[src/rtl/dbf_pkg.sv]
// --------------------------------------------------
// dynamic bloom filter shared widths and types
// --------------------------------------------------
package dbf_pkg;

	// --------------------------------------------------
	// widths
	// --------------------------------------------------
	localparam int KEY_W        = 32;                      // lookup key width
	localparam int VAL_W        = 8;                       // value and bank byte width
	localparam int BANK_ADDR_W  = 10;                      // bank byte address width
	localparam int BANK_DEPTH   = 1 << BANK_ADDR_W;        // 1024 bytes per bank
	localparam int NUM_BANKS    = 3;                       // hash banks
	localparam int BUS_ADDR_W   = 22;                      // local bus address width
	localparam int BANK_SEL_LSB = 20;                      // low bit of bank select field

	// --------------------------------------------------
	// vector types
	// --------------------------------------------------
	typedef logic [KEY_W-1:0]       key_t;                 // incoming key
	typedef logic [VAL_W-1:0]       value_t;               // bank byte / result
	typedef logic [BANK_ADDR_W-1:0] bank_addr_t;           // byte address in a bank
	typedef logic [BUS_ADDR_W-1:0]  bus_addr_t;            // host bus address

	// one port request into a bank, 20 bits
	typedef struct packed {
		logic       rd_en;                                 // registered read
		logic       wr_en;                                 // byte write
		bank_addr_t addr;                                  // byte address
		value_t     wdata;                                 // write byte
	} bank_port_t;

endpackage

[src/rtl/lookup_engine.sv]
// --------------------------------------------------
// lookup engine, pops keys and reads three banks
// value = XOR of the three bank bytes
// --------------------------------------------------
`timescale 1ns/1ps

module lookup_engine (
	input  logic                Clk,                       // core clock
	input  logic                Reset_N,                   // async reset, active low
	input  dbf_pkg::key_t       key,                       // FIFO head
	input  logic                key_empty,                 // FIFO empty
	input  logic                value_alf,                 // downstream almost full
	input  dbf_pkg::value_t     bank_q   [dbf_pkg::NUM_BANKS], // port A read data
	output logic                key_rd,                    // pop head key
	output dbf_pkg::bank_port_t bank_req [dbf_pkg::NUM_BANKS], // port A requests
	output dbf_pkg::value_t     value,                     // lookup result
	output logic                value_wr                   // result strobe
);

	logic [1:0]      in_flight;                            // [0] request sent, [1] data back
	dbf_pkg::value_t hash_x;                               // combined bank bytes

	// pop whenever a key waits and downstream has room
	assign key_rd = ~key_empty & ~value_alf;

	always_comb begin
		hash_x = '0;
		for (int i = 0; i < dbf_pkg::NUM_BANKS; i++) begin
			hash_x = hash_x ^ bank_q[i];                   // fold each bank in
		end
	end

	// --------------------------------------------------
	// request stage and in-flight tracking
	// --------------------------------------------------
	always_ff @(posedge Clk or negedge Reset_N) begin
		if (!Reset_N) begin
			in_flight <= '0;                               // nothing issued
			value_wr  <= 1'b0;
			for (int i = 0; i < dbf_pkg::NUM_BANKS; i++) begin
				bank_req[i] <= '0;                         // all enables low
			end
		end else begin
			in_flight <= {in_flight[0], key_rd};           // two-deep shift
			value_wr  <= in_flight[1];                     // strobe as data lands
			for (int i = 0; i < dbf_pkg::NUM_BANKS; i++) begin
				bank_req[i].rd_en <= key_rd;               // read only on pop
				bank_req[i].wr_en <= 1'b0;                 // lookups never write
				bank_req[i].wdata <= '0;
				if (key_rd) begin
					// disjoint 10-bit slice per bank
					bank_req[i].addr <= key[i*dbf_pkg::BANK_ADDR_W +: dbf_pkg::BANK_ADDR_W];
				end
			end
		end
	end

	// XOR result register
	always_ff @(posedge Clk) begin
		if (in_flight[1]) begin
			value <= hash_x;                               // latch XOR result
		end
	end

	// a completing lookup only combines loaded table bytes
	a_value_known: assert property (@(posedge Clk) disable iff (!Reset_N)
		in_flight[1] |-> !$isunknown(hash_x))
		else $error("lookup combined an unloaded bank byte");

endmodule

[config.mk]
export PLATFORM = sky130hd
export DESIGN_NAME = lookup_engine
export DESIGN_NICKNAME = d
export VERILOG_FILES = /design/src/rtl/dbf_pkg.sv /design/src/rtl/lookup_engine.sv
export SDC_FILE = /design/constraint.sdc
export NUM_CORES = 1
export LEC_CHECK = 0
export BUFFER_PORTS_ARGS = -buffer_cell sky130_fd_sc_hd__buf_2
export CAP_MARGIN = 20
export CORE_MARGIN = 3
export CORE_UTILIZATION = 44
export CTS_CLUSTER_SIZE = 25
export DETAILED_ROUTE_END_ITERATION = 7
export PLACE_DENSITY = 0.85
export SYNTH_ARGS = -nofsm -noshare
export SYNTH_HDL_FRONTEND = slang
export SYNTH_SLANG_ARGS = --single-unit
[constraint.sdc]
create_clock -name Clk -period 2.4 [get_ports Clk]
set_clock_uncertainty 0.2 [all_clocks]
set_input_delay 0.12 -clock Clk [delete_from_list [all_inputs] [get_ports Clk]]
set_output_delay 0.12 -clock Clk [all_outputs]
set_load 0.02 [all_outputs]
==> run metrics <==
number of buffers created by CTS=5; layout cell share with drive strength beyond 1=0.5285; post-CTS setup buffers=0; Pint=~0.0012 W; Std-Cell Core Area=roughly 3800 µm²; Syn-to-layout area delta=48.76%; Top Usage Layer GRT=met2; setup slack, reg-to-reg=roughly 1300 ps; outcome=completed; Initial Utilization=0.4761; Mean Syn Cell Area=roughly 15 µm²; # setup viols final=0; met3 usage=0.04604; per-cell routed wire length=about 14 µm; row count=22; clock network power share=0.251; total global-route track usage=0.1826; hold_sp=bank_q[7]; CTS clk-pin slew, worst paths=roughly 70 ps; Post-route DRC=0; sequential-to-total area share from yosys stat=0.5852; static leakage=between 1 and 1.5 nW; Antenna Nets Post-Route=0; largest net degree at the start of global routing=34; Worst Hold Class=primary input to flip-flop; fin worst setup slack=~950 ps; hold path endpoint=value[7]$_DFFE_PP_; post-cts hold buffer count=39; Max Buffers Root-to-Sink=2; TritonCTS clock tree=built; Critical Path Source=value_alf; DIE AREA=about 4900 µm²; WL final=4.342 mm; MaxCap Viol Count=0; Crit Path Class=primary input to output pin; drt initial violations=27; Yosys reg bits=between 40 and 50; Comb pwr share=0.273; RePlAce Congestion=between 0.7 and 0.8; Post-Syn Area=about 1800 µm²; Reg power frac=0.476; Die Ht=between 70 and 80 µm; Critical R2R Launch=in_flight[1]$_DFF_PN0_; H-tree Lvls=2; Final min period=~1400 ps; Die Width=about 70 µm; DRT Pass-1 Iters=3; Rel. slew slack=0.5067; RSZ-0062 raised after global routing=no; via/cell ratio=4.389; vias in the first global route=1501; final hold vios=0; crit path launch type=primary input; Cells on Worst Hold Path=3; crit path DAT=~1100 ps; Setup TNS Final=0 ps; Reg2Reg Depth=0; IO buf count=100; Final Util=0.7083; pin slew with the least headroom to its limit=between 700 and 800 ps; total gr overflow=0; period utilization=0.6027; Placement Cell Area=2228 µm²; FMAX=slightly below 700 MHz; sw power=~0.00053 W; clock sink total=between 40 and 50; CP endpoint kind=output pin; Worst VDD drop=between 0.0005 and 0.0006 V; Post-Syn Instances=approximately 120; cts repair resizes=0; worst-path maximum fanout=21; Antenna Cells=0; dpl ws=784.7 ps; met1 usage=0.1872; fin. max-slew vios=0; Total Nets Final=between 300 and 400; Reg-to-Reg End=value[5]$_DFFE_PP_; first-pass GRT wire length=roughly 7.0 mm; via count=~1400; I/O pin total=130; Warnings, synthesis=0; post-synth cell types=9; clock root buffer=clkbuf_8; met2 Use GR=0.3462; post-route cell area=approximately 2700 µm²; switching share of power=0.2964; Critical Path RT=2080 ps; DP HPWL=around 2.9 mm; Pwr Density=between 600 and 700 nW/µm²; initial antenna violation count=0; clk_lat worst skew=roughly 280 ps
logic make-up after synthesis:
group	after synthesis	synth area share
mux	30	0.1875
buf+inv	33	0.1422
flops	41	0.5852
other cells	1	0.002058
simple gates	1	0.006181
xor+xnor	16	0.07692
worst max path at each step:
stage,cells after the start,to,slack (ps)
2_1_floorplan,3,bank_req[10]$_DFFE_PN0P_,1310
3_5_place_dp,4,bank_req[32]$_DFFE_PN0P_,780
3_3_place_gp,4,bank_req[52]$_DFFE_PN0P_,800
4_1_cts,4,key_rd,950
6_report,4,key_rd,950
5_1_grt,4,key_rd,890
layout by cell type, fill, tap and decap left out:
cell / count
mux2_2: 29
edfxtp_1: 8
dfrtp_1: 33
buf_2: 100
conb_1: 27
xnor2_1: 16
clkbuf_8: 6
mux2_4: 1
buf_4: 1
dlygate4sd3_1: 39
clkinv_1: 1
clkinv_2: 1
nor2_4: 1
final cells by class:
cell class | instances | area, µm²
clock buffer | 6 | 82.58
timing repair buffer | 140 | 898.4
fill | 292 | 1116
tap | 48 | 60.06
clock inverter | 2 | 8.758
sequential | 41 | 1066
multi-input combinational | 74 | 594.3
through the flow:
step | total power (W) | hold WS, ps | std cells
after floorplan | 0.001160 | -375.6 | 148
after global placement | 0.001275 | 17.07 | 264
final | 0.001774 | 8.470 | 311
after CTS | 0.001786 | 3.448 | 311
after global routing | 0.001863 | 11.16 | 311
after detailed placement | 0.001292 | 12.95 | 264
power by group through the flow:
stage | Sequential [W] | Combinational (W) | Clock, W
3_3_place_gp | 0.000850 | 0.000425 | 0
3_5_place_dp | 0.000857 | 0.000436 | 0
6_report | 0.000844 | 0.000485 | 0.000445
2_1_floorplan | 0.000964 | 0.000196 | 0
5_1_grt | 0.000857 | 0.000516 | 0.000491
4_1_cts | 0.000844 | 0.000485 | 0.000458
state kept, by name (all words and copies together) (netlist names):
signal,cells
in_flight,2
bank_req,30
value_wr,1
value,8
routing by layer:
layer	vias to the layer above	routed length [µm]
met5	-	0
met4	0	99
met3	11	293
met2	75	2519
met1	654	1429
li1	625	-
critical path, cell delays in order:
cell and delay, ps:
buf_2 110, nor2_4 300, buf_4 350, buf_2 230
synth_stat cells:
cell,instances,share of area
buf_4,30,0.12
mux2_2,29,0.18
buf_6,3,0.019
nor2_4,1,0.0062
edfxtp_1,8,0.13
dfrtp_1,33,0.45
xnor2_1,16,0.077
mux2_4,1,0.0082
conb_1,1,0.0021
(Power assumes the default switching activity.)
