[config.mk]
export PLATFORM = sky130hd
export DESIGN_NAME = host_bus_ctrl
export DESIGN_NICKNAME = d
export VERILOG_FILES = /design/src/rtl/dbf_pkg.sv /design/src/rtl/host_bus_ctrl.sv
export SDC_FILE = /design/constraint.sdc
export NUM_CORES = 1
export LEC_CHECK = 0
export ABC_AREA = 1
export BUFFER_PORTS_ARGS = -buffer_cell sky130_fd_sc_hd__buf_4
export CAP_MARGIN = 30
export CORE_MARGIN = 2
export CORE_UTILIZATION = 43
export DETAILED_ROUTE_END_ITERATION = 7
export PLACE_DENSITY = 0.87
export SLEW_MARGIN = 25
export SYNTH_ARGS = -nofsm -noshare
export SYNTH_HDL_FRONTEND = slang
export SYNTH_SLANG_ARGS = --single-unit
[constraint.sdc]
create_clock -name Clk -period 1.6 [get_ports Clk]
set_clock_uncertainty 0.05 [all_clocks]
set_input_delay 0.24 -clock Clk [delete_from_list [all_inputs] [get_ports Clk]]
set_output_delay 0.24 -clock Clk [all_outputs]
set_load 0.005 [all_outputs]
[src/rtl/dbf_pkg.sv]
// --------------------------------------------------
// dynamic bloom filter shared widths and types
// --------------------------------------------------
package dbf_pkg;

	// --------------------------------------------------
	// widths
	// --------------------------------------------------
	localparam int KEY_W        = 32;                      // lookup key width
	localparam int VAL_W        = 8;                       // value and bank byte width
	localparam int BANK_ADDR_W  = 10;                      // bank byte address width
	localparam int BANK_DEPTH   = 1 << BANK_ADDR_W;        // 1024 bytes per bank
	localparam int NUM_BANKS    = 3;                       // hash banks
	localparam int BUS_ADDR_W   = 22;                      // local bus address width
	localparam int BANK_SEL_LSB = 20;                      // low bit of bank select field

	// --------------------------------------------------
	// vector types
	// --------------------------------------------------
	typedef logic [KEY_W-1:0]       key_t;                 // incoming key
	typedef logic [VAL_W-1:0]       value_t;               // bank byte / result
	typedef logic [BANK_ADDR_W-1:0] bank_addr_t;           // byte address in a bank
	typedef logic [BUS_ADDR_W-1:0]  bus_addr_t;            // host bus address

	// one port request into a bank, 20 bits
	typedef struct packed {
		logic       rd_en;                                 // registered read
		logic       wr_en;                                 // byte write
		bank_addr_t addr;                                  // byte address
		value_t     wdata;                                 // write byte
	} bank_port_t;

endpackage

[src/rtl/host_bus_ctrl.sv]
// --------------------------------------------------
// local bus controller for host bank access
// write acks after 2 cycles, read after 3
// --------------------------------------------------
`timescale 1ns/1ps

module host_bus_ctrl (
	input  logic                Clk,                       // core clock
	input  logic                Reset_N,                   // async reset, active low
	input  logic                cs_n,                      // chip select, active low
	input  logic                rw,                        // 1 write, 0 read
	input  dbf_pkg::bus_addr_t  addr,                      // bank select + byte address
	input  dbf_pkg::value_t     wdata,                     // write byte
	input  dbf_pkg::value_t     bank_q   [dbf_pkg::NUM_BANKS], // port B read data
	output dbf_pkg::bank_port_t bank_req [dbf_pkg::NUM_BANKS], // port B requests
	output dbf_pkg::value_t     rdata,                     // read byte
	output logic                ack_n                      // done, active low
);

	localparam int SEL_W = dbf_pkg::BUS_ADDR_W - dbf_pkg::BANK_SEL_LSB; // 2-bit select

	typedef enum logic [2:0] {
		st_idle,                                           // wait for cs_n low
		st_write,                                          // issue bank write
		st_read,                                           // issue bank read
		st_wait,                                           // bank access cycle
		st_capture,                                        // take read byte
		st_release                                         // hold ack until cs_n high
	} state_t;

	state_t                   state;                       // FSM state
	logic                     op_wr;                       // current access is a write
	logic [SEL_W-1:0]         sel_raw;                     // select field from addr
	logic [SEL_W-1:0]         bank_idx;                    // decoded bank
	logic [SEL_W-1:0]         sel_q;                       // bank of pending read

	assign sel_raw  = addr[dbf_pkg::BANK_SEL_LSB +: SEL_W];
	assign bank_idx = (sel_raw == 2'd3) ? 2'd0 : sel_raw;  // select 3 aliases bank 0

	// --------------------------------------------------
	// bus FSM
	// --------------------------------------------------
	always_ff @(posedge Clk or negedge Reset_N) begin
		if (!Reset_N) begin
			state <= st_idle;
			op_wr <= 1'b0;
			sel_q <= '0;
			rdata <= '0;                                   // read data cleared
			ack_n <= 1'b1;                                 // no ack
			for (int i = 0; i < dbf_pkg::NUM_BANKS; i++) begin
				bank_req[i] <= '0;                         // enables low
			end
		end else begin
			case (state)
				st_idle: begin
					if (!cs_n) begin
						op_wr <= rw;                       // remember direction
						state <= rw ? st_write : st_read;
					end
				end
				st_write: begin
					for (int i = 0; i < dbf_pkg::NUM_BANKS; i++) begin
						bank_req[i].wr_en <= (bank_idx == SEL_W'(i)); // one bank only
						bank_req[i].addr  <= addr[dbf_pkg::BANK_ADDR_W-1:0];
						bank_req[i].wdata <= wdata;
					end
					state <= st_wait;
				end
				st_read: begin
					sel_q <= bank_idx;                     // pick returning byte later
					for (int i = 0; i < dbf_pkg::NUM_BANKS; i++) begin
						bank_req[i].rd_en <= (bank_idx == SEL_W'(i));
						bank_req[i].addr  <= addr[dbf_pkg::BANK_ADDR_W-1:0];
					end
					state <= st_wait;
				end
				st_wait: begin
					for (int i = 0; i < dbf_pkg::NUM_BANKS; i++) begin
						bank_req[i].rd_en <= 1'b0;         // single-cycle request
						bank_req[i].wr_en <= 1'b0;
					end
					if (op_wr) begin
						ack_n <= 1'b0;                     // byte written this edge
						state <= st_release;
					end else begin
						state <= st_capture;               // q_b valid next
					end
				end
				st_capture: begin
					for (int i = 0; i < dbf_pkg::NUM_BANKS; i++) begin
						if (sel_q == SEL_W'(i)) begin
							rdata <= bank_q[i];            // selected bank byte
						end
					end
					ack_n <= 1'b0;                         // rdata valid with ack
					state <= st_release;
				end
				st_release: begin
					if (cs_n) begin
						ack_n <= 1'b1;                     // host let go
						state <= st_idle;
					end
				end
				default: state <= st_idle;
			endcase
		end
	end

	// host keeps cs_n low and addr steady until the ack
	a_bus_held: assert property (@(posedge Clk) disable iff (!Reset_N)
		(state inside {st_write, st_read, st_wait, st_capture}) |-> (!cs_n && $stable(addr)))
		else $error("host changed the bus before ack");

endmodule

==> results.toml <==
[cts]
cts_buffer_depth = 2
cts_hold_buf = 1
cts_root_buf = "clkbuf_8"
clk_latency_ps = 280
htree_levels = 2
clock-sinks = 39
numCtsBuffers = 5
post_cts_buffers = 0
cts.clk_slew.worst_paths_ps = 70
cts_resized = 0
cts_tree = "built"

[detailed_routing]
drt_iter0_markers = 96
drc_errors = 0
vias = 1929
drt-total-wl_um = 5100
avgRoutedWirePerCell_um = 12.4
first_pass_iters = 4
routed_via_density = 4.67
ant_nets = 0

[timing]
tightest_slew_ps = 494
setup_violations = 0
setup_slack_ps = 167
fmax_mhz = 698
period_needed_ps = 1430
rsz0062_at_grt = "no"
period_share = 0.896
drv_slew = 0
finalSetupTns_ps = 0
slew_headroom = 0.671
hold_violations = 0

[layout]
fin_cells = 413
layout.nets = 407
layout_commonest_cell = "buf_4"
drive_above_1_share = 0.410
diodes = 0
syn2layout_area_growth_pct = 35.1
layout_common_cells = "buf_4, nand2_1, dfrtp_1"
design_area_mm2 = 0.00288

[floorplan]
core_area_mm2 = 0.00475
num_rows = 25
die_x_um = 74.4
pin_count = 127
dieHeight_um = 74.4
start_util = 0.448
dieArea_mm2 = 0.00553

[synth]
netlist_instances = 260
synthTopCellsByArea = "dfrtp_1, nand2_1, buf_4"
ys_seq_area_frac = 0.459
synth_nets = 322
yosysUniqueCellTypes = 25
netlist_area_mm2 = 0.00213
yosys.area.top_type = "dfrtp_1"
synth_top_area_frac = 0.446
ys_ff_latch = 39
synth_area_per_cell_um2 = 8.20
yosysWarnings = 0

[placement]
place_ws_ps = 191
place_hpwl_um = 3830
gp_congestion = 0.817
postPlaceCellArea_mm2 = 0.00279
placed_cells = 404
numPortBuffers = 116

[pwr]
irDropWorstVdd_mv = 0.888
p_leak_uw = 0.00162
power_uw = 5420
power.density_mw_per_mm2 = 1880

[hold_path]
holdCritPathClass = "in -> reg"

[worst_setup_path]
cpMaxStageDelayCell = "dfrtp_1"
critPathCaptureType = "register"
crit_top_cell = "nand2_1"
critPathLaunchType = "register"
cp_cell_sequence = "nor2_2 > nand2_2 > a21oi_4 > inv_4 > nand2_1 > nand2_1"
cpPeakStageDelay_ps = 460
path_class = "reg -> reg"
worstPathRequired_ps = 1720
arrival_ps = 1550
path_max_fanout = 9
r2r_slack_ps = 170

[flow_run]
cap_viol_max_count = 0

[outcome]
outcome = "finished, final reports clean"

[global_route]
grt_pass1_wl_um = 7880
antenna_found_initial = 0
grt_pass1_vias = 1788
grt_max_degree = 40
track_usage = 0.183
globalRouteOverflowTotal = 0
## report_power, final
part / total (uW) / internal, uW / switching (uW)
Sequential: 1880 / 1470 / 418
Combinational: 2910 / 1520 / 1390
Clock: 627 / 306 / 321
## area by class of cell
cell class,count,area (um^2)
clock buffers,7,76.3
clock inverters,1,5.00
fillers,440,1880
inverters,17,66.3
multi-input cells,163,773
flip-flops and latches,39,977
well taps,67,83.8
repair buffers,119,896
## metal layers
metal / vias to the layer above / routed length (um) / global-route usage / share of wire
met3: 9 / 434 / 0.0528 / 0.085
li1: 944 / - / - / -
met2: 91 / 2520 / 0.322 / 0.49
met5: - / 0 / 0 / 0
met1: 885 / 2060 / 0.215 / 0.40
met4: 0 / 84 / 0.0595 / 0.016
## critical path: cells and delay by family, from the launching register on
family	cells	cell delay [ps]
compound gates	1	300
buf+inv	1	100
flops	1	460
simple gates	4	410
## logic make-up after synthesis
logic type / Yosys count / synth area share
adder cells (fa/ha/maj): 4 / 0.0235
buffers and inverters: 58 / 0.179
AND/OR/NAND/NOR: 143 / 0.295
flip-flops: 39 / 0.459
AO/OA/AOI/OAI: 16 / 0.0440
## through the flow
stage	hold slack, ps	util
after floorplan	-106	-
after global placement	191	0.586
after detailed placement	187	0.586
after CTS	97.0	0.605
after global routing	107	0.605
final	106	0.605
## flip-flops by register name (all words and copies together) (netlist names)
name,flops
ack_n,1
bank_req,24
rdata,8
op_wr,1
sel_q,2
state,3
## worst paths after layout
kind | cells after the start | endpoint | from
setup / recovery | 6 | rdata[0] | state[0]
hold / removal | 3 | bank_req[9] | addr[1]
setup reg to reg | 6 | rdata[0] | state[0]
hold reg to reg | 2 | ack_n | ack_n
max in group asynchronous | 2 | ack_n | Reset_N
min in group asynchronous | 2 | rdata[5] | Reset_N
## Yosys cell counts
cell type	n
a21oi_1	2
nand3b_1	1
buf_6	3
o21a_1	1
inv_1	14
inv_2	2
nand3_1	25
nor2_1	8
dfstp_2	1
o21ai_1	1
ha_1	4
a21oi_4	1
or2_2	6
or2_1	2
dfrtp_1	38
nand2_2	3
nor2_2	1
buf_4	36
nand3_2	1
o21ai_0	11
nand2_1	94
nand2_4	1
inv_4	1
buf_2	2
nand3_4	1
Power figures use the tool's default switching activity.
