File: src/rtl/dbf_pkg.sv
// --------------------------------------------------
// dynamic bloom filter shared widths and types
// --------------------------------------------------
package dbf_pkg;

	// --------------------------------------------------
	// widths
	// --------------------------------------------------
	localparam int KEY_W        = 32;                      // lookup key width
	localparam int VAL_W        = 8;                       // value and bank byte width
	localparam int BANK_ADDR_W  = 10;                      // bank byte address width
	localparam int BANK_DEPTH   = 1 << BANK_ADDR_W;        // 1024 bytes per bank
	localparam int NUM_BANKS    = 3;                       // hash banks
	localparam int BUS_ADDR_W   = 22;                      // local bus address width
	localparam int BANK_SEL_LSB = 20;                      // low bit of bank select field

	// --------------------------------------------------
	// vector types
	// --------------------------------------------------
	typedef logic [KEY_W-1:0]       key_t;                 // incoming key
	typedef logic [VAL_W-1:0]       value_t;               // bank byte / result
	typedef logic [BANK_ADDR_W-1:0] bank_addr_t;           // byte address in a bank
	typedef logic [BUS_ADDR_W-1:0]  bus_addr_t;            // host bus address

	// one port request into a bank, 20 bits
	typedef struct packed {
		logic       rd_en;                                 // registered read
		logic       wr_en;                                 // byte write
		bank_addr_t addr;                                  // byte address
		value_t     wdata;                                 // write byte
	} bank_port_t;

endpackage

File: src/rtl/key_fifo.sv
// --------------------------------------------------
// key FIFO, synchronous and show-ahead
// head key is valid whenever empty is low
// --------------------------------------------------
`timescale 1ns/1ps

module key_fifo #(
	parameter int KEY_FIFO_DEPTH = 16,                     // entries
	parameter int KEY_ALF_LEVEL  = 15                      // almost-full threshold
) (
	input  logic           Clk,                            // core clock
	input  logic           Reset_N,                        // async reset, active low
	input  logic           wr,                             // push strobe
	input  dbf_pkg::key_t  wdata,                          // key to push
	input  logic           rd,                             // pop, head consumed this cycle
	output dbf_pkg::key_t  rdata,                          // head key
	output logic           empty,                          // no key stored
	output logic           alf                             // almost full
);

	localparam int PTR_W = $clog2(KEY_FIFO_DEPTH);         // pointer width
	localparam int CNT_W = $clog2(KEY_FIFO_DEPTH + 1);     // occupancy width

	dbf_pkg::key_t    mem [KEY_FIFO_DEPTH];                // key storage
	logic [PTR_W-1:0] wr_ptr;                              // next slot to write
	logic [PTR_W-1:0] rd_ptr;                              // head slot
	logic [CNT_W-1:0] count;                               // keys held
	logic             full;                                // no free slot
	logic             do_wr;                               // accepted push
	logic             do_rd;                               // accepted pop

	assign full  = (count == CNT_W'(KEY_FIFO_DEPTH));      // all slots used
	assign empty = (count == '0);                          // nothing to pop
	assign alf   = (count >= CNT_W'(KEY_ALF_LEVEL));       // backpressure level
	assign do_wr = wr & ~full;                             // drop on overflow
	assign do_rd = rd & ~empty;                            // ignore underflow
	assign rdata = mem[rd_ptr];                            // show-ahead head

	// storage, no reset
	always_ff @(posedge Clk) begin
		if (do_wr) begin
			mem[wr_ptr] <= wdata;                          // store key
		end
	end

	// --------------------------------------------------
	// pointers and occupancy
	// --------------------------------------------------
	always_ff @(posedge Clk or negedge Reset_N) begin
		if (!Reset_N) begin
			wr_ptr <= '0;                                  // empty buffer
			rd_ptr <= '0;
			count  <= '0;
		end else begin
			if (do_wr) begin
				wr_ptr <= (wr_ptr == PTR_W'(KEY_FIFO_DEPTH - 1)) ? '0 : wr_ptr + 1'b1;
			end
			if (do_rd) begin
				rd_ptr <= (rd_ptr == PTR_W'(KEY_FIFO_DEPTH - 1)) ? '0 : rd_ptr + 1'b1;
			end
			case ({do_wr, do_rd})
				2'b10:   count <= count + 1'b1;            // push only
				2'b01:   count <= count - 1'b1;            // pop only
				default: count <= count;                   // both or none
			endcase
		end
	end

	// a write into a full FIFO loses a key
	a_no_overflow: assert property (@(posedge Clk) disable iff (!Reset_N)
		!(wr && full))
		else $error("key FIFO written while full");

	// the engine must only pop a presented key
	a_no_underflow: assert property (@(posedge Clk) disable iff (!Reset_N)
		!(rd && empty))
		else $error("key FIFO read while empty");

endmodule

File: config.mk
export PLATFORM = sky130hd
export DESIGN_NAME = key_fifo
export DESIGN_NICKNAME = d
export VERILOG_FILES = /design/src/rtl/dbf_pkg.sv /design/src/rtl/key_fifo.sv
export SDC_FILE = /design/constraint.sdc
export NUM_CORES = 1
export LEC_CHECK = 0
export BUFFER_PORTS_ARGS = -buffer_cell sky130_fd_sc_hd__buf_2
export CAP_MARGIN = 20
export CORE_MARGIN = 2
export CORE_UTILIZATION = 60
export DETAILED_ROUTE_END_ITERATION = 8
export PLACE_DENSITY = 0.78
export SETUP_SLACK_MARGIN = 0.3
export SLEW_MARGIN = 20
export SYNTH_ARGS = -nofsm -noshare
export SYNTH_HDL_FRONTEND = slang
export SYNTH_SLANG_ARGS = --single-unit
export TNS_END_PERCENT = 50
File: constraint.sdc
create_clock -name Clk -period 4.7 [get_ports Clk]
set_clock_uncertainty 0.05 [all_clocks]
set_input_delay 0 -clock Clk [delete_from_list [all_inputs] [get_ports Clk]]
set_output_delay 0 -clock Clk [all_outputs]
set_load 0.1 [all_outputs]
==> run_summary.xml <==
<?xml version="1.0" encoding="UTF-8"?>
<metrics>
  <group name="finish">
    <metric name="design_area" unit="µm²">22800</metric>
    <metric name="flow.area_growth_from_synthesis" unit="%">14.4</metric>
    <metric name="multi_input_comb_area" unit="µm²">4090</metric>
    <metric name="most_common_library_cell_in_the_layout_ignoring_fill_and_taps" unit="">sky130_fd_sc_hd__edfxtp_1</metric>
    <metric name="mostFrequentLayoutCells" unit="">512 x sky130_fd_sc_hd__edfxtp_1, 128 x sky130_fd_sc_hd__mux4_2, 69 x sky130_fd_sc_hd__buf_2</metric>
    <metric name="drive_gt1_frac" unit="">0.296</metric>
    <metric name="fin_nets" unit="">1067</metric>
    <metric name="final-seq-area" unit="µm²">15700</metric>
    <metric name="nFillCells" unit="">1878</metric>
  </group>
  <group name="floorplan">
    <metric name="floorplan.initialDensity" unit="">0.612</metric>
    <metric name="die_height" unit="µm">186</metric>
    <metric name="fp.dieArea" unit="µm²">34800</metric>
    <metric name="floorplan.io_pins" unit="">70</metric>
    <metric name="floorplan.core_area" unit="µm²">32600</metric>
    <metric name="die_width" unit="µm">186</metric>
    <metric name="fp-row-count" unit="">66</metric>
  </group>
  <group name="sta">
    <metric name="slew_headroom" unit="">0.266</metric>
    <metric name="final.setup.worst_slack" unit="ns">1.14</metric>
    <metric name="timing_hold_violations_final" unit="">0</metric>
    <metric name="fin_crit" unit="ns">3.56</metric>
    <metric name="grt_setup_unrepaired" unit="">no</metric>
    <metric name="max_freq" unit="MHz">281</metric>
    <metric name="worst-slew-pin-transition" unit="ns">1.10</metric>
    <metric name="finalMaxSlewViolations" unit="">0</metric>
    <metric name="final_report_setup_violation_count" unit="">0</metric>
    <metric name="final_min_period_over_clock_period" unit="">0.757</metric>
    <metric name="finalSetupTns" unit="ns">0</metric>
  </group>
  <group name="worst_setup_path">
    <metric name="r2r_cells" unit="">9</metric>
    <metric name="worst_setup_path_end_kind" unit="">output port</metric>
    <metric name="path_max_fanout" unit="">40</metric>
    <metric name="setup.worst_path.start_class" unit="">flip-flop</metric>
    <metric name="timing.critical_path.arrival" unit="ns">3.51</metric>
    <metric name="data_required_time_of_the_critical_path" unit="ns">4.65</metric>
    <metric name="worstReg2RegStart" unit="">count[0]</metric>
    <metric name="type_of_the_worst_setup_path" unit="">flip-flop to output port</metric>
    <metric name="worst_setup_path_startpoint" unit="">rd_ptr[0]</metric>
  </group>
  <group name="min_path">
    <metric name="hold_path_stages" unit="">4</metric>
    <metric name="worst_hold_startpoint" unit="">rd</metric>
    <metric name="timing.hold.worst.class" unit="">input port to flip-flop</metric>
  </group>
  <group name="pwr">
    <metric name="power_density" unit="nW/µm²">678</metric>
    <metric name="power.ir.vdd_worst" unit="mV">0.821</metric>
    <metric name="total_leakage_power" unit="nW">7.29</metric>
  </group>
  <group name="logic_synthesis">
    <metric name="synth-warning-count" unit="">0</metric>
    <metric name="synth_xor_xnor_area_share" unit="">0.00219</metric>
    <metric name="dominantRegCellSynth" unit="">sky130_fd_sc_hd__edfxtp_1</metric>
    <metric name="yosys.cell_types.count" unit="">38</metric>
    <metric name="synth_mux_area_frac" unit="">0.144</metric>
    <metric name="postSynthCellCount" unit="">893</metric>
    <metric name="synth_seq_cells" unit="">525</metric>
    <metric name="yosysSeqAreaShare" unit="">0.786</metric>
    <metric name="yosys.area_share.simple" unit="">0.0171</metric>
    <metric name="syn_nets" unit="">939</metric>
    <metric name="dominant_combinational_cell_family_by_area_after_synthesis" unit="">multiplexers</metric>
    <metric name="synth_fa_ha_area_frac" unit="">0.00664</metric>
    <metric name="synth_area_per_inst" unit="µm²">22.4</metric>
    <metric name="synth_async_sr_flop_share" unit="">0.0248</metric>
    <metric name="synth_enable_flop_cells" unit="">512</metric>
    <metric name="synth_area" unit="µm²">20000</metric>
    <metric name="synth-compound-area-share" unit="">0.0287</metric>
  </group>
  <group name="clock_network">
    <metric name="clock_sink_count" unit="">525</metric>
    <metric name="numCtsBuffers" unit="">49</metric>
    <metric name="cts_htree_levels" unit="">2</metric>
    <metric name="postCtsResizedCells" unit="">0</metric>
    <metric name="clockBufferDepth" unit="">3</metric>
    <metric name="tritoncts" unit="">yes</metric>
    <metric name="cts.clk_slew.worst_paths" unit="ns">0.06</metric>
    <metric name="cts-root-buf" unit="">sky130_fd_sc_hd__clkbuf_16</metric>
    <metric name="worst_skew_pair.late_latency" unit="ns">0.55</metric>
  </group>
  <group name="placed_design">
    <metric name="placement.setup.worst_slack" unit="ns">1.66</metric>
    <metric name="dp_hpwl" unit="µm">20100</metric>
    <metric name="dpl-instance-area" unit="µm²">20900</metric>
    <metric name="finalWeightedCongestion" unit="">0.762</metric>
    <metric name="io_buffer_count" unit="">69</metric>
  </group>
  <group name="grt">
    <metric name="first_global_vias" unit="">10128</metric>
    <metric name="overflow" unit="">0</metric>
    <metric name="grt_antenna_before_repair" unit="">2</metric>
    <metric name="maximum_number_of_pins_on_one_net_before_global_route_repair" unit="">68</metric>
    <metric name="globalRouteTotalUtil" unit="">0.245</metric>
    <metric name="global_route_wire_length_before_repair" unit="µm">62900</metric>
  </group>
  <group name="routing">
    <metric name="drc_marker_count_from_the_first_detailed_route_iteration" unit="">1132</metric>
    <metric name="route.detailed.drc" unit="">0</metric>
    <metric name="totalWireLength" unit="µm">41600</metric>
    <metric name="detail_route.vias_per_cell" unit="">6.38</metric>
    <metric name="wl_per_cell" unit="µm">27.7</metric>
    <metric name="ant_nets" unit="">0</metric>
    <metric name="vias" unit="">9579</metric>
    <metric name="detailedRoute.firstPassIterationCount" unit="">5</metric>
  </group>
  <group name="flow_run">
    <metric name="drv_cap" unit="">0</metric>
  </group>
  <group name="status">
    <metric name="outcome" unit="">finished, final reports clean</metric>
  </group>
</metrics>
==> final timing paths <==
| check | end | slack (ns) |
|---|---|---|
| max | rdata[28] | 1.14 |
| min reg2reg | count[3] | 0.50 |
| max in group asynchronous | rd_ptr[2] | 3.62 |
| min | rd_ptr[3] | 0.28 |
| max reg2reg | count[4] | 1.60 |
| min in group asynchronous | wr_ptr[0] | 0.49 |
==> registers in the layout, summed over array words and instances (netlist names) <==
name    flops
count       5
wr_ptr      4
mem       512
rd_ptr      4
==> through the flow <==
stage,hold WS [ns],instances,util,total power [W]
floorplan,-0.346,893,-,0.0105
global placement,-0.143,1376,0.641,0.0116
detailed placement,-0.134,1376,0.641,0.0117
CTS,0.257,1499,0.700,0.0156
global route,0.306,1500,0.700,0.0160
finish,0.284,1501,0.700,0.0155
==> report_power, final <==
group	internal [W]	leakage [nW]	total [W]	switching [W]
Clock	0.00226	0.769	0.00387	0.00161
Combinational	0.00164	1.74	0.00571	0.00407
Sequential	0.00563	4.78	0.00590	0.000277
==> cell families (layout without fill, tap and decap cells) <==
logic type,count (synthesis),after routing
mux,128,128
buf+inv,58,222
xor+xnor,5,5
simple gates,80,80
flops,525,525
compound gates,87,87
fa+ha+maj,10,10
other cells,0,2
==> synthesized netlist by cell type, types with 3 or more instances <==
cell type | instances | share of area
sky130_fd_sc_hd__xnor2_1 | 3 | 0.0013
sky130_fd_sc_hd__edfxtp_1 | 512 | 0.77
sky130_fd_sc_hd__mux4_2 | 128 | 0.14
sky130_fd_sc_hd__nor2_1 | 46 | 0.0086
sky130_fd_sc_hd__buf_4 | 4 | 0.0015
sky130_fd_sc_hd__dfrtp_1 | 13 | 0.016
sky130_fd_sc_hd__a21o_1 | 3 | 0.0011
sky130_fd_sc_hd__buf_6 | 4 | 0.0023
sky130_fd_sc_hd__nand2b_1 | 4 | 0.0013
sky130_fd_sc_hd__nand2_1 | 17 | 0.0032
sky130_fd_sc_hd__nor3_1 | 6 | 0.0015
sky130_fd_sc_hd__ha_1 | 9 | 0.0056
sky130_fd_sc_hd__o21ai_0 | 7 | 0.0018
sky130_fd_sc_hd__inv_1 | 9 | 0.0017
sky130_fd_sc_hd__clkbuf_1 | 16 | 0.0030
sky130_fd_sc_hd__buf_2 | 22 | 0.0055
sky130_fd_sc_hd__o22ai_1 | 64 | 0.020
==> what timing repair did <==
item | in CTS | in global routing
buffers inserted | 0 | 0
hold buffers | 36 | 0
hold endpoints to repair | 532 | 0
setup endpoints to repair | 0 | 0
==> cell type report <==
class | instances | area share
clock inverter | 22 | 0.0103
inverter | 9 | 0.00148
antenna | 2 | 0.000219
sequential | 525 | 0.688
tap | 442 | 0.0242
timing repair buffer | 126 | 0.0384
multi-input combinational | 310 | 0.179
clock buffer | 65 | 0.0582
==> critical path, cell delays in order (launching register included) <==
cell	delay, ns
sky130_fd_sc_hd__dfrtp_4	0.95
sky130_fd_sc_hd__buf_4	0.69
sky130_fd_sc_hd__mux4_2	0.62
sky130_fd_sc_hd__o22ai_1	0.17
sky130_fd_sc_hd__nor2_1	0.14
sky130_fd_sc_hd__buf_2	0.32
==> per-layer routing <==
layer,share of wire,global-route usage,vias to the layer above
met5,0,0,-
li1,-,-,4033
met2,0.52,0.414,491
met4,0.024,0.0714,0
met1,0.38,0.336,4973
met3,0.075,0.0387,82
(Power assumes the default switching activity.)
